<file path="config.mk">
export PLATFORM = sky130hd
export DESIGN_NAME = dogScene
export DESIGN_NICKNAME = d
export VERILOG_FILES = /design/src/logic/dogScenePkg.sv /design/src/logic/vgaTiming.sv /design/src/logic/dogControl.sv /design/src/logic/spriteRom.sv /design/src/logic/pixelPipe.sv /design/src/logic/dogScene.sv
export SDC_FILE = /design/constraint.sdc
export NUM_CORES = 1
export LEC_CHECK = 0
export ABC_AREA = 0
export BUFFER_PORTS_ARGS = -buffer_cell sky130_fd_sc_hd__clkbuf_2
export CORE_ASPECT_RATIO = 1.2
export CORE_MARGIN = 4
export CORE_UTILIZATION = 40
export CTS_CLUSTER_DIAMETER = 30
export CTS_CLUSTER_SIZE = 14
export DETAILED_ROUTE_END_ITERATION = 12
export HOLD_SLACK_MARGIN = 0.02
export PLACE_DENSITY_LB_ADDON = 0.1
export SLEW_MARGIN = 5
export SYNTH_ARGS = -nofsm -noshare
export SYNTH_HDL_FRONTEND = slang
export SYNTH_SLANG_ARGS = --single-unit
export TNS_END_PERCENT = 5
</file>
<file path="constraint.sdc">
create_clock -name Clk -period 1.7 [get_ports Clk]
set_input_delay 0.34 -clock Clk [delete_from_list [all_inputs] [get_ports Clk]]
set_output_delay 0.34 -clock Clk [all_outputs]
set_load 0.005 [all_outputs]
</file>
<file path="src/logic/dogSprites.mem">
// one 16-bit row per line, column 0 in the top two bits, 2-bit colour index per pixel
// frames Stand, Walk1..Walk4, Sniff1, Sniff2, Surprised, Jump with eight rows each
0014
0077
4055
5560
1A50
1550
1010
1010
0014
0077
4055
5560
1A50
1550
1040
4040
0014
0077
4055
5560
1A50
1550
0410
0410
0014
0077
4055
5560
1A50
1550
1004
0401
0014
0077
0055
5560
1A50
1550
1010
1010
0000
0000
4000
5550
1A54
1577
1010
1010
0000
0000
4000
5550
1A55
1574
1010
1010
0044
0054
40DF
5554
1A50
1550
4004
4004
0005
001D
0057
0164
16A0
5540
4400
4000

</file>
<file path="src/logic/dogScenePkg.sv">
package dogScenePkg;

    // scaled raster, pixel clocks per line and lines per frame
    localparam logic [7:0] HActive    = 8'd160;
    localparam logic [7:0] HTotal     = 8'd200;
    localparam logic [7:0] HSyncStart = 8'd168;
    localparam logic [7:0] HSyncEnd   = 8'd184;
    localparam logic [7:0] VActive    = 8'd120;
    localparam logic [7:0] VTotal     = 8'd131;
    localparam logic [7:0] VSyncStart = 8'd122;
    localparam logic [7:0] VSyncEnd   = 8'd124;

    localparam int SpriteSize = 8;   // square sprite, 8x8 pixels
    localparam int RomWords   = 72;  // 9 frames of 8 rows

    // scene layout and motion
    localparam logic [7:0] HomeX    = 8'd8;
    localparam logic [7:0] HomeY    = 8'd96;
    localparam logic [7:0] StepX    = 8'd4;
    localparam logic [7:0] JumpRise = 8'd12;
    localparam logic [7:0] GrassY   = 8'd104;
    localparam int WalkLoops   = 3;
    localparam int SniffRounds = 2;
    localparam int AnimDiv     = 2;  // video frames per animation step

    localparam logic [11:0] SkyColor   = 12'h6BF;
    localparam logic [11:0] GrassColor = 12'h3A2;

    // entry 0 is never drawn
    localparam logic [11:0] Palette [4] = '{12'h000, 12'h852, 12'hDB8, 12'h111};

    // value equals the frame number in the sprite ROM
    typedef enum logic [3:0] {
        Stand, Walk1, Walk2, Walk3, Walk4, Sniff1, Sniff2, Surprised, Jump
    } frameCode;

endpackage

</file>
<file path="src/logic/vgaTiming.sv">
`timescale 1ns/1ps

module vgaTiming (
    input  logic       Clk,
    input  logic       arstN,
    output logic [7:0] hCount,
    output logic [7:0] vCount,
    output logic       hSync,
    output logic       vSync,
    output logic       active,
    output logic       frameStart
);

    logic lineEnd;

    assign lineEnd = (hCount == dogScenePkg::HTotal - 8'd1);

    always_ff @(posedge Clk or negedge arstN)
    begin
        if (!arstN)
        begin
            hCount <= '0;
            vCount <= '0;
        end
        else if (lineEnd)
        begin
            hCount <= '0;
            if (vCount == dogScenePkg::VTotal - 8'd1)
                vCount <= '0;  // wrap to top of frame
            else
                vCount <= vCount + 8'd1;
        end
        else
        begin
            hCount <= hCount + 8'd1;
        end
    end

    // sync pulses are active low
    assign hSync = !((hCount >= dogScenePkg::HSyncStart) && (hCount < dogScenePkg::HSyncEnd));
    assign vSync = !((vCount >= dogScenePkg::VSyncStart) && (vCount < dogScenePkg::VSyncEnd));

    assign active = (hCount < dogScenePkg::HActive) && (vCount < dogScenePkg::VActive);

    // first clock of the first blank line
    assign frameStart = (hCount == 8'd0) && (vCount == dogScenePkg::VActive);

    vCountRange: assert property (@(posedge Clk) disable iff (!arstN)
        vCount < dogScenePkg::VTotal);

endmodule

</file>
<file path="src/logic/dogControl.sv">
`timescale 1ns/1ps

module dogControl (
    input  logic                  Clk,
    input  logic                  arstN,
    input  logic                  frameStart,
    output logic [7:0]            dogX,
    output logic [7:0]            dogY,
    output dogScenePkg::frameCode frame,
    output logic                  visible
);

    typedef enum logic [3:0] {
        stHome, stWalk1, stWalk2, stWalk3, stWalk4, stSniff1, stSniff2,
        stSurprised, stJump1, stJump2, stHide
    } sceneState;

    sceneState state;
    sceneState nextState;
    dogScenePkg::frameCode nextFrame;
    logic [1:0] divCnt;
    logic [1:0] walkCnt;
    logic [1:0] sniffCnt;
    logic stepNow;

    assign stepNow = frameStart && (divCnt == dogScenePkg::AnimDiv - 1);

    always_comb
    begin
        nextState = state;
        unique case (state)
            stHome:      nextState = stWalk1;
            stWalk1:     nextState = stWalk2;
            stWalk2:     nextState = stWalk3;
            stWalk3:     nextState = stWalk4;
            stWalk4:     nextState = (walkCnt == dogScenePkg::WalkLoops - 1) ? stSniff1 : stWalk1;
            stSniff1:    nextState = stSniff2;
            stSniff2:    nextState = (sniffCnt == dogScenePkg::SniffRounds - 1) ? stSurprised
                                                                                : stSniff1;
            stSurprised: nextState = stJump1;
            stJump1:     nextState = stJump2;
            stJump2:     nextState = stHide;
            stHide:      nextState = stHide;  // stays behind the grass until reset
            default:     nextState = stHome;
        endcase
    end

    // sprite frame shown while in the next state
    always_comb
    begin
        case (nextState)
            stWalk1:                   nextFrame = dogScenePkg::Walk1;
            stWalk2:                   nextFrame = dogScenePkg::Walk2;
            stWalk3:                   nextFrame = dogScenePkg::Walk3;
            stWalk4:                   nextFrame = dogScenePkg::Walk4;
            stSniff1:                  nextFrame = dogScenePkg::Sniff1;
            stSniff2:                  nextFrame = dogScenePkg::Sniff2;
            stSurprised:               nextFrame = dogScenePkg::Surprised;
            stJump1, stJump2, stHide:  nextFrame = dogScenePkg::Jump;
            default:                   nextFrame = dogScenePkg::Stand;
        endcase
    end

    always_ff @(posedge Clk or negedge arstN)
    begin
        if (!arstN)
        begin
            divCnt   <= '0;
            walkCnt  <= '0;
            sniffCnt <= '0;
            state    <= stHome;
            dogX     <= dogScenePkg::HomeX;
            dogY     <= dogScenePkg::HomeY;
            frame    <= dogScenePkg::Stand;
            visible  <= 1'b1;
        end
        else if (frameStart)
        begin
            divCnt <= stepNow ? 2'd0 : divCnt + 2'd1;
            if (stepNow)
            begin
                state   <= nextState;
                frame   <= nextFrame;
                visible <= (nextState != stHide);
                if (state == stWalk4)
                    walkCnt <= walkCnt + 2'd1;  // one full walk cycle done
                if (state == stSniff2)
                    sniffCnt <= sniffCnt + 2'd1;
                if (nextState inside {stWalk1, stWalk2, stWalk3, stWalk4})
                    dogX <= dogX + dogScenePkg::StepX;
                if (nextState inside {stJump1, stJump2})
                    dogY <= dogY - dogScenePkg::JumpRise;  // screen y grows downward
            end
        end
    end

    // scene only moves in blanking, right after the frame pulse
    stepAfterFrame: assert property (@(posedge Clk) disable iff (!arstN)
        $changed(state) |-> $past(frameStart));

    dogOnScreen: assert property (@(posedge Clk) disable iff (!arstN)
        dogX <= dogScenePkg::HActive - dogScenePkg::SpriteSize);

endmodule

</file>
<file path="src/logic/spriteRom.sv">
`timescale 1ns/1ps

module spriteRom (
    input  logic       Clk,
    input  logic [9:0] addr,      // frame, row, column
    output logic [1:0] colorIdx
);

    logic [15:0] rom [dogScenePkg::RomWords];
    logic [15:0] rowWord;
    logic [2:0]  col;

    initial
    begin
        $readmemh("/design/src/logic/dogSprites.mem", rom);
    end

    assign rowWord = rom[addr[9:3]];  // frame * 8 + row
    assign col     = addr[2:0];

    // column 0 sits in the top two bits of the row
    always_ff @(posedge Clk)
    begin
        colorIdx <= rowWord[{~col, 1'b0} +: 2];
    end

endmodule

</file>
<file path="src/logic/pixelPipe.sv">
`timescale 1ns/1ps

module pixelPipe (
    input  logic                  Clk,
    input  logic                  arstN,
    input  logic [7:0]            hCount,
    input  logic [7:0]            vCount,
    input  logic                  hSync,
    input  logic                  vSync,
    input  logic                  active,
    input  logic [7:0]            dogX,
    input  logic [7:0]            dogY,
    input  dogScenePkg::frameCode frame,
    input  logic                  visible,
    output logic [11:0]           rgb,
    output logic                  hSyncOut,
    output logic                  vSyncOut
);

    logic [7:0]  relX;
    logic [7:0]  relY;
    logic        inWindow;
    logic [9:0]  romAddr;
    logic [1:0]  colorIdx;
    logic        hit1;
    logic        active1;
    logic        hSync1;
    logic        vSync1;
    logic        hit2;
    logic        active2;
    logic        hSync2;
    logic        vSync2;
    logic [11:0] bg1;
    logic [11:0] bg2;

    // offsets wrap when left of or above the sprite, so one compare covers both sides
    assign relX = hCount - dogX;
    assign relY = vCount - dogY;
    assign inWindow = visible && (relX < dogScenePkg::SpriteSize)
                   && (relY < dogScenePkg::SpriteSize)
                   && (vCount < dogScenePkg::GrassY);  // grass hides the feet

    always_ff @(posedge Clk or negedge arstN)
    begin
        if (!arstN)
        begin
            hit1    <= 1'b0;
            active1 <= 1'b0;
            hSync1  <= 1'b1;
            vSync1  <= 1'b1;
            hit2    <= 1'b0;
            active2 <= 1'b0;
            hSync2  <= 1'b1;
            vSync2  <= 1'b1;
        end
        else
        begin
            hit1    <= inWindow;
            active1 <= active;
            hSync1  <= hSync;
            vSync1  <= vSync;
            hit2    <= hit1;     // second register lines up with the ROM output
            active2 <= active1;
            hSync2  <= hSync1;
            vSync2  <= vSync1;
        end
    end

    always_ff @(posedge Clk)
    begin
        romAddr <= {frame, relY[2:0], relX[2:0]};
        bg1     <= (vCount < dogScenePkg::GrassY) ? dogScenePkg::SkyColor
                                                  : dogScenePkg::GrassColor;
        bg2     <= bg1;
    end

    spriteRom romInst (
        .Clk      (Clk),
        .addr     (romAddr),
        .colorIdx (colorIdx)
    );

    always_comb
    begin
        if (!active2)
            rgb = '0;
        else if (hit2 && (colorIdx != 2'd0))
            rgb = dogScenePkg::Palette[colorIdx];
        else
            rgb = bg2;  // background shows through index 0
    end

    assign hSyncOut = hSync2;
    assign vSyncOut = vSync2;

endmodule

</file>
<file path="src/logic/dogScene.sv">
`timescale 1ns/1ps

module dogScene (
    input  logic        Clk,
    input  logic        arstN,
    output logic [11:0] rgb,
    output logic        hSyncOut,
    output logic        vSyncOut
);

    logic [7:0] hCount;
    logic [7:0] vCount;
    logic       hSync;
    logic       vSync;
    logic       active;
    logic       frameStart;
    logic [7:0] dogX;
    logic [7:0] dogY;
    logic       visible;
    dogScenePkg::frameCode frame;

    vgaTiming timingInst (
        .Clk        (Clk),
        .arstN      (arstN),
        .hCount     (hCount),
        .vCount     (vCount),
        .hSync      (hSync),
        .vSync      (vSync),
        .active     (active),
        .frameStart (frameStart)
    );

    dogControl controlInst (
        .Clk        (Clk),
        .arstN      (arstN),
        .frameStart (frameStart),
        .dogX       (dogX),
        .dogY       (dogY),
        .frame      (frame),
        .visible    (visible)
    );

    // two clocks from counters to pins
    pixelPipe pipeInst (
        .Clk      (Clk),
        .arstN    (arstN),
        .hCount   (hCount),
        .vCount   (vCount),
        .hSync    (hSync),
        .vSync    (vSync),
        .active   (active),
        .dogX     (dogX),
        .dogY     (dogY),
        .frame    (frame),
        .visible  (visible),
        .rgb      (rgb),
        .hSyncOut (hSyncOut),
        .vSyncOut (vSyncOut)
    );

endmodule

</file>
==> results of run 1 <==
layout by cell type, fill, tap and decap left out:
master,count
a21o_1,2
a31oi_1,2
and2_1,2
and4_1,1
buf_4,2
clkbuf_2,13
clkbuf_4,3
clkbuf_8,1
conb_1,2
dfrtp_1,18
dfstp_2,4
dfxtp_1,4
dlygate4sd3_1,1
ha_1,2
ha_2,1
inv_1,5
mux2_2,1
mux2i_1,1
nand2_1,7
nand2b_1,1
nand3_1,6
nand4_1,3
nand4b_1,1
nand4bb_1,1
nor2_1,12
nor3_1,2
nor3_2,1
nor3b_1,1
nor4b_1,1
o21a_1,1
o21ai_0,1
o22ai_1,1
or2_2,1
xnor2_1,6
xor2_1,4
registers in the layout, indices dropped and copies added, names as in the netlist:
| name | count |
|---|---|
| pipeInst.active1 | 1 |
| pipeInst.active2 | 1 |
| pipeInst.bg1 | 2 |
| pipeInst.bg2 | 2 |
| pipeInst.hSync1 | 1 |
| pipeInst.hSyncOut | 1 |
| pipeInst.vSync1 | 1 |
| pipeInst.vSyncOut | 1 |
| timingInst.hCount | 8 |
| timingInst.vCount | 8 |
worst max-delay path: stages, from the launching register on:
cell and delay, ps:
dfrtp_1 420, ha_2 230, nand4bb_1 140, nor3_2 170, buf_4 190, nand2_1 70
mux2_2 260
layout make-up:
cell class                      count  area, µm²
Fill cell                         269       1520
Sequential cell                    26        636
Multi-Input combinational cell     64        413
Timing Repair Buffer               16       90.1
Tap cell                           34       42.5
Clock buffer                        4       36.3
Inverter                            5       18.8
how the worst max path moves through the flow:
stage / startpoint / endpoint / slack [ps] / depth (start not counted)
after CTS: timingInst.hCount[0] / timingInst.vCount[2] / 90 / 6
after floorplan: timingInst.hCount[0] / timingInst.vCount[4] / 230 / 6
after global placement: timingInst.hCount[0] / timingInst.vCount[2] / 150 / 6
final: timingInst.hCount[0] / timingInst.vCount[2] / 120 / 6
after detailed placement: timingInst.hCount[0] / timingInst.vCount[2] / 110 / 6
after global routing: timingInst.hCount[0] / timingInst.vCount[2] / 10 / 6
through the flow:
step | power (W) | cell area [µm²] | utilization (%) | setup WS [ps]
4_1_cts | 0.000958 | 1230 | 44.7 | 87.9
5_1_grt | 0.000997 | 1240 | 44.8 | 14.4
3_3_place_gp | 0.000642 | 1190 | 43.0 | 149
2_1_floorplan | 0.000634 | 1150 | - | 229
3_5_place_dp | 0.000642 | 1190 | 43.0 | 112
6_report | 0.000938 | 1240 | 44.8 | 119
cells by family (layout without fill, tap and decap cells):
family,after synthesis,count (layout)
XOR/XNOR,10,10
multiplexers,2,2
adder cells (fa/ha/maj),3,3
AO/OA/AOI/OAI,7,7
AND/OR/NAND/NOR,40,40
other,1,2
flip-flops,26,26
buffers and inverters,16,25
per-layer routing:
layer  GRT usage (%)  part of all wire (%)  up-vias
met5               0                     0        -
met4            5.22                   1.6        0
met3            2.33                   5.1        4
met2            14.6                    42       15
met1            13.1                    51      321
li1                -                     -      355
report_power, final:
group / internal [W] / switching (W) / total (W)
clock: 0.000131 / 0.000176 / 0.000307
combinational: 0.00000228 / 0.0000109 / 0.0000132
sequential: 0.000618 / 0 / 0.000618
repair_timing:
item,CTS,global route
endpoints found under the hold margin,18,0
resized for setup,0,1
hold buffers,1,0
setup endpoints to repair,0,1
==> reports/qor.yml, run 1 <==
status: "completed"
power.density_nw_per_um2: 758
fin_nets: 121
h-tree-depth: 1
synth_warnings: 0
synth-edff-count: 0
synthMuxAreaShare_pct: 1.85
root_buffer: "clkbuf_4"
r2r_setup_slack_ps: 120
synth_top_area_share_pct: 39.3
dp.final_hpwl_um: 1170
io_buffer_count: 13
synth_area_leaders: "dfrtp_1, dfstp_2, dfxtp_1, buf_4, xnor2_1"
tightest_slew_ps: 536
min_path_cells: 0
rows: 21
max-clock-path-buffers: 2
post_drt_wl_per_cell_um: 11.0
ys_types: 31
clock_skew_ps: 2.82
cp_data_required_time_ps: 1910
gp_congestion: 0.808
clk_transition_reported_paths_ps: 140
synth_top_cells_by_count: "dfrtp_1, nor2_1, buf_4, nand2_1"
setup_tns_ps: 0
ys_seq_elements: 26
synth.most_common_cell: "dfrtp_1"
grt_pass1_wl_um: 2840
max_freq_mhz: 632
final_cells: 149
start_util_pct: 41.6
viasPerCell: 4.66
min_from: "pipeInst.bg1[8]"
cp_max_fo: 12
grt_max_degree: 23
clock_latency_ps: 310
synthSimpleGateAreaFrac_pct: 18.3
crit_arrival_ps: 1800
gr-usage-all-layers_pct: 9.80
setup_viol: 0
synth_flop_cell: "dfrtp_1"
worstSetupPathType: "flop to flop"
areaGrowthSynthToFinish_pct: 7.74
reg2reg_depth: 6
whs_endpoint: "pipeInst.bg2[8]"
slew_violations: 0
hold_ws_ps: 345
die_x_um: 56.9
rr_endpoint: "timingInst.vCount[2]"
drc_errors: 0
fin_crit_sh_pct: 93.0
worst_setup_path_start_kind: "flop"
max-vdd-ir-drop_v: 0.000316
synthesis.area_um2: 1150
synth-adder-area-share_pct: 3.27
antenna_cells: 0
finalCriticalPeriod_ps: 1580
core-area_um2: 2760
overflow: 0
min_path_type: "flop to flop"
antenna_found_initial: 0
drv_cap: 0
leakagePower_nw: 0.542
r2r_start: "timingInst.hCount[0]"
synth_top_family_by_area: "simple AND/OR/NAND/NOR gates"
ios: 16
avgSynthCellArea_um2: 10.9
drt_pre_antenna_iters: 2
final_antenna_net_count: 0
fp.dieArea_um2: 3790
synth_compound_area_share_pct: 4.03
synth-xor-area-share_pct: 7.63
synth_top_area_cell: "dfrtp_1"
via_count: 695
dp.cells: 144
grt_pass1_vias: 658
cts_buffers: 3
finalHoldViolCount: 0
rsz0062_at_grt: "no"
clock-sinks: 26
slew_headroom_pct: 64.3
ys_seq_area_share_pct: 55.4
routed_wl_um: 1640
post_cts_buffers: 0
synthCells: 105
drive_gt1_share_pct: 23.5
synthArstFlopShare_pct: 84.6
drt_iter0_markers: 12
crit_path_end_kind: "flop"
cts_tree: "done"
die_h_um: 66.7
(Power assumes the default switching activity.)
==> inputs of run 2 (changes only) <==
--- a/config.mk
+++ b/config.mk
@@ -5,7 +5,7 @@
 export SDC_FILE = /design/constraint.sdc
 export NUM_CORES = 1
 export LEC_CHECK = 0
-export ABC_AREA = 0
+export ABC_AREA = 1
 export BUFFER_PORTS_ARGS = -buffer_cell sky130_fd_sc_hd__clkbuf_2
 export CORE_ASPECT_RATIO = 1.2
 export CORE_MARGIN = 4
==> run 2 against run 1 <==
Net effect: clock skew rose by 6.3 ps; synthesized cell count rose by 38%; core utilization fell by 0.34 points.
==> reports/qor.yml, run 2 <==
cts_tree: "done"  # unchanged
routed_wl_um: 2120  # was 1640 µm
synth.most_common_cell: "nand2_1"  # was dfrtp_1
leakagePower_nw: 0.676  # was 0.542 nW
avgSynthCellArea_um2: 8.66  # was 10.9 µm²
drt_pre_antenna_iters: 5  # was 2
worst_setup_path_start_kind: "flop"  # unchanged
cp_data_required_time_ps: 1360  # was 1910 ps
slew_headroom_pct: 63.7  # was 64.3%
post_drt_wl_per_cell_um: 11.2  # was 11.0 µm
final_antenna_net_count: 0  # unchanged
fin_nets: 159  # was 121
start_util_pct: 41.5  # was 41.6%
synth_warnings: 0  # unchanged
max-clock-path-buffers: 2  # unchanged
ys_seq_elements: 26  # unchanged
ys_seq_area_share_pct: 50.6  # was 55.4%
via_count: 885  # was 695
clock_skew_ps: 9.10  # was 2.82 ps
drv_cap: 0  # unchanged
die_x_um: 59.2  # was 56.9 µm
synth_top_area_cell: "dfrtp_1"  # unchanged
clk_transition_reported_paths_ps: 140  # about the same
die_h_um: 69.4  # was 66.7 µm
antenna_cells: 0  # unchanged
root_buffer: "clkbuf_4"  # unchanged
crit_path_end_kind: "output pin"  # was flop
rsz0062_at_grt: "no"  # unchanged
finalHoldViolCount: 0  # unchanged
synth_area_leaders: "dfrtp_1, nand2_1, dfstp_2, dfxtp_1, buf_4"  # was dfrtp_1, dfstp_2, dfxtp_1, buf_4, xnor2_1
grt_pass1_vias: 909  # was 658
worstSetupPathType: "flop to output pin"  # was flop to flop
post_cts_buffers: 0  # unchanged
status: "completed"  # unchanged
clock-sinks: 26  # unchanged
synth_top_area_share_pct: 35.9  # was 39.3%
synth_flop_cell: "dfrtp_1"  # unchanged
drt_iter0_markers: 27  # was 12
clock_latency_ps: 320  # was 310 ps
ios: 16  # unchanged
fin_crit_sh_pct: 81.8  # was 93.0%
finalCriticalPeriod_ps: 1390  # was 1580 ps
grt_max_degree: 23  # unchanged
power_frac_comb_pct: 1.3  # was 1.4%
p_int_w: 0.000858  # was 0.000751 W
slew_violations: 0  # unchanged
drc_errors: 0  # unchanged
h-tree-depth: 1  # unchanged
hold_ws_ps: 343  # was 345 ps
core-area_um2: 3030  # was 2760 µm²
largestRegisters: "timingInst.hCount x8, timingInst.vCount x8"  # unchanged
ys_types: 27  # was 31
min_path_type: "flop to flop"  # unchanged
layout_commonest_cell: "nand2_1"  # was dfrtp_1
synthCells: 145  # was 105
dp.final_hpwl_um: 1610  # was 1170 µm
tightest_slew_ps: 545  # was 536 ps
max-vdd-ir-drop_v: 0.000467  # was 0.000316 V
p_clk_share_pct: 40.1  # was 32.7%
overflow: 0  # unchanged
io_buffer_count: 13  # unchanged
grt_pass1_wl_um: 3710  # was 2840 µm
max_freq_mhz: 719  # was 632 MHz
drive_gt1_share_pct: 18.3  # was 23.5%
crit_arrival_ps: 1050  # was 1800 ps
areaGrowthSynthToFinish_pct: 7.17  # was 7.74%
gr-usage-all-layers_pct: 11.5  # was 9.80%
cp_max_fo: 6  # was 12
power.density_nw_per_um2: 782  # was 758 nW/µm²
seqPwrFrac_pct: 58.7  # was 65.9%
r2r_setup_slack_ps: 330  # was 120 ps
antenna_found_initial: 0  # unchanged
final_cell_mix: "nand2_1, inv_1, nor2_1, dfrtp_1, clkbuf_2"  # was dfrtp_1, clkbuf_2, nor2_1, nand2_1
rows: 22  # was 21
synth-edff-count: 0  # unchanged
cts_buffers: 3  # unchanged
setup_viol: 0  # unchanged
synth_top_cells_by_count: "nand2_1, inv_1, dfrtp_1, nor2_1, buf_4"  # was dfrtp_1, nor2_1, buf_4, nand2_1
fp.dieArea_um2: 4100  # was 3790 µm²
synthArstFlopShare_pct: 84.6  # unchanged
synthesis.area_um2: 1260  # was 1150 µm²
gp_congestion: 0.766  # was 0.808
switchingPower_w: 0.000195  # was 0.000187 W
sw_frac_of_total_pct: 18.5  # was 19.9%
viasPerCell: 4.68  # was 4.66
setup_tns_ps: 0  # unchanged
## run 2: final timing paths
kind / from / to / cells after the start
worst min-delay path: pipeInst.bg1[4] / pipeInst.bg2[4] / 0
max in group asynchronous: arstN / pipeInst.hSync1 / 2
worst max register to register: timingInst.hCount[0] / timingInst.vCount[1] / 6
worst max-delay path: pipeInst.active2 / rgb[10] / 3
worst min register to register: pipeInst.bg1[4] / pipeInst.bg2[4] / 0
min in group asynchronous: arstN / timingInst.vCount[6] / 2
## run 2: area by class of cell
class	instances	area [µm²]
fillers	323	1680
flip-flops and latches	26	636
multi-input cells	88	458
inverters	21	80.1
repair buffers	14	75.1
well taps	36	45.0
clock inverters	1	30.0
clock buffers	3	22.5
## run 2: through the flow
step	cells	instance area [µm²]	setup slack, ps	utilization [%]	power [W]
finish	189	1350	309	44.5	0.00105
global route	189	1350	186	44.5	0.00109
CTS	189	1350	280	44.5	0.00107
detailed placement	184	1280	346	42.4	0.000642
global placement	184	1280	418	42.4	0.000642
floorplan	146	1260	556	-	0.000634
## run 2: timing repair
item	CTS	global route
gates resized for setup	0	0
hold buffers	1	0
endpoints found under the hold margin	18	0
## run 2: logic make-up after synthesis
group | Yosys count | share of synthesized area [%]
compound gates | 9 | 4.08
xor+xnor | 4 | 2.79
fa+ha+maj | 3 | 2.99
buf+inv | 32 | 13.2
flops | 26 | 50.6
other cells | 1 | 0.299
simple gates | 70 | 26.0
## run 2: per-layer routing
metal / GRT usage [%] / vias to the layer above / wire [µm]
li1: - / 452 / -
met1: 13.8 / 411 / 936
met2: 20.4 / 18 / 1090
met3: 1.68 / 4 / 69
met4: 3.53 / 0 / 23
met5: 0 / - / 0
## run 2: power by group through the flow
stage               clock, W  combinational, W  sequential [W]
finish              0.000422         0.0000134        0.000618
CTS                 0.000434         0.0000144        0.000618
global placement           0         0.0000127        0.000629
floorplan                  0        0.00000429        0.000629
detailed placement         0         0.0000127        0.000629
global route        0.000453         0.0000162        0.000618
## run 2: critical path, stage by stage, from the launching register on
cell and delay (ps):
dfrtp_1 440, nand2_1 70, inv_1 110, clkbuf_2 130
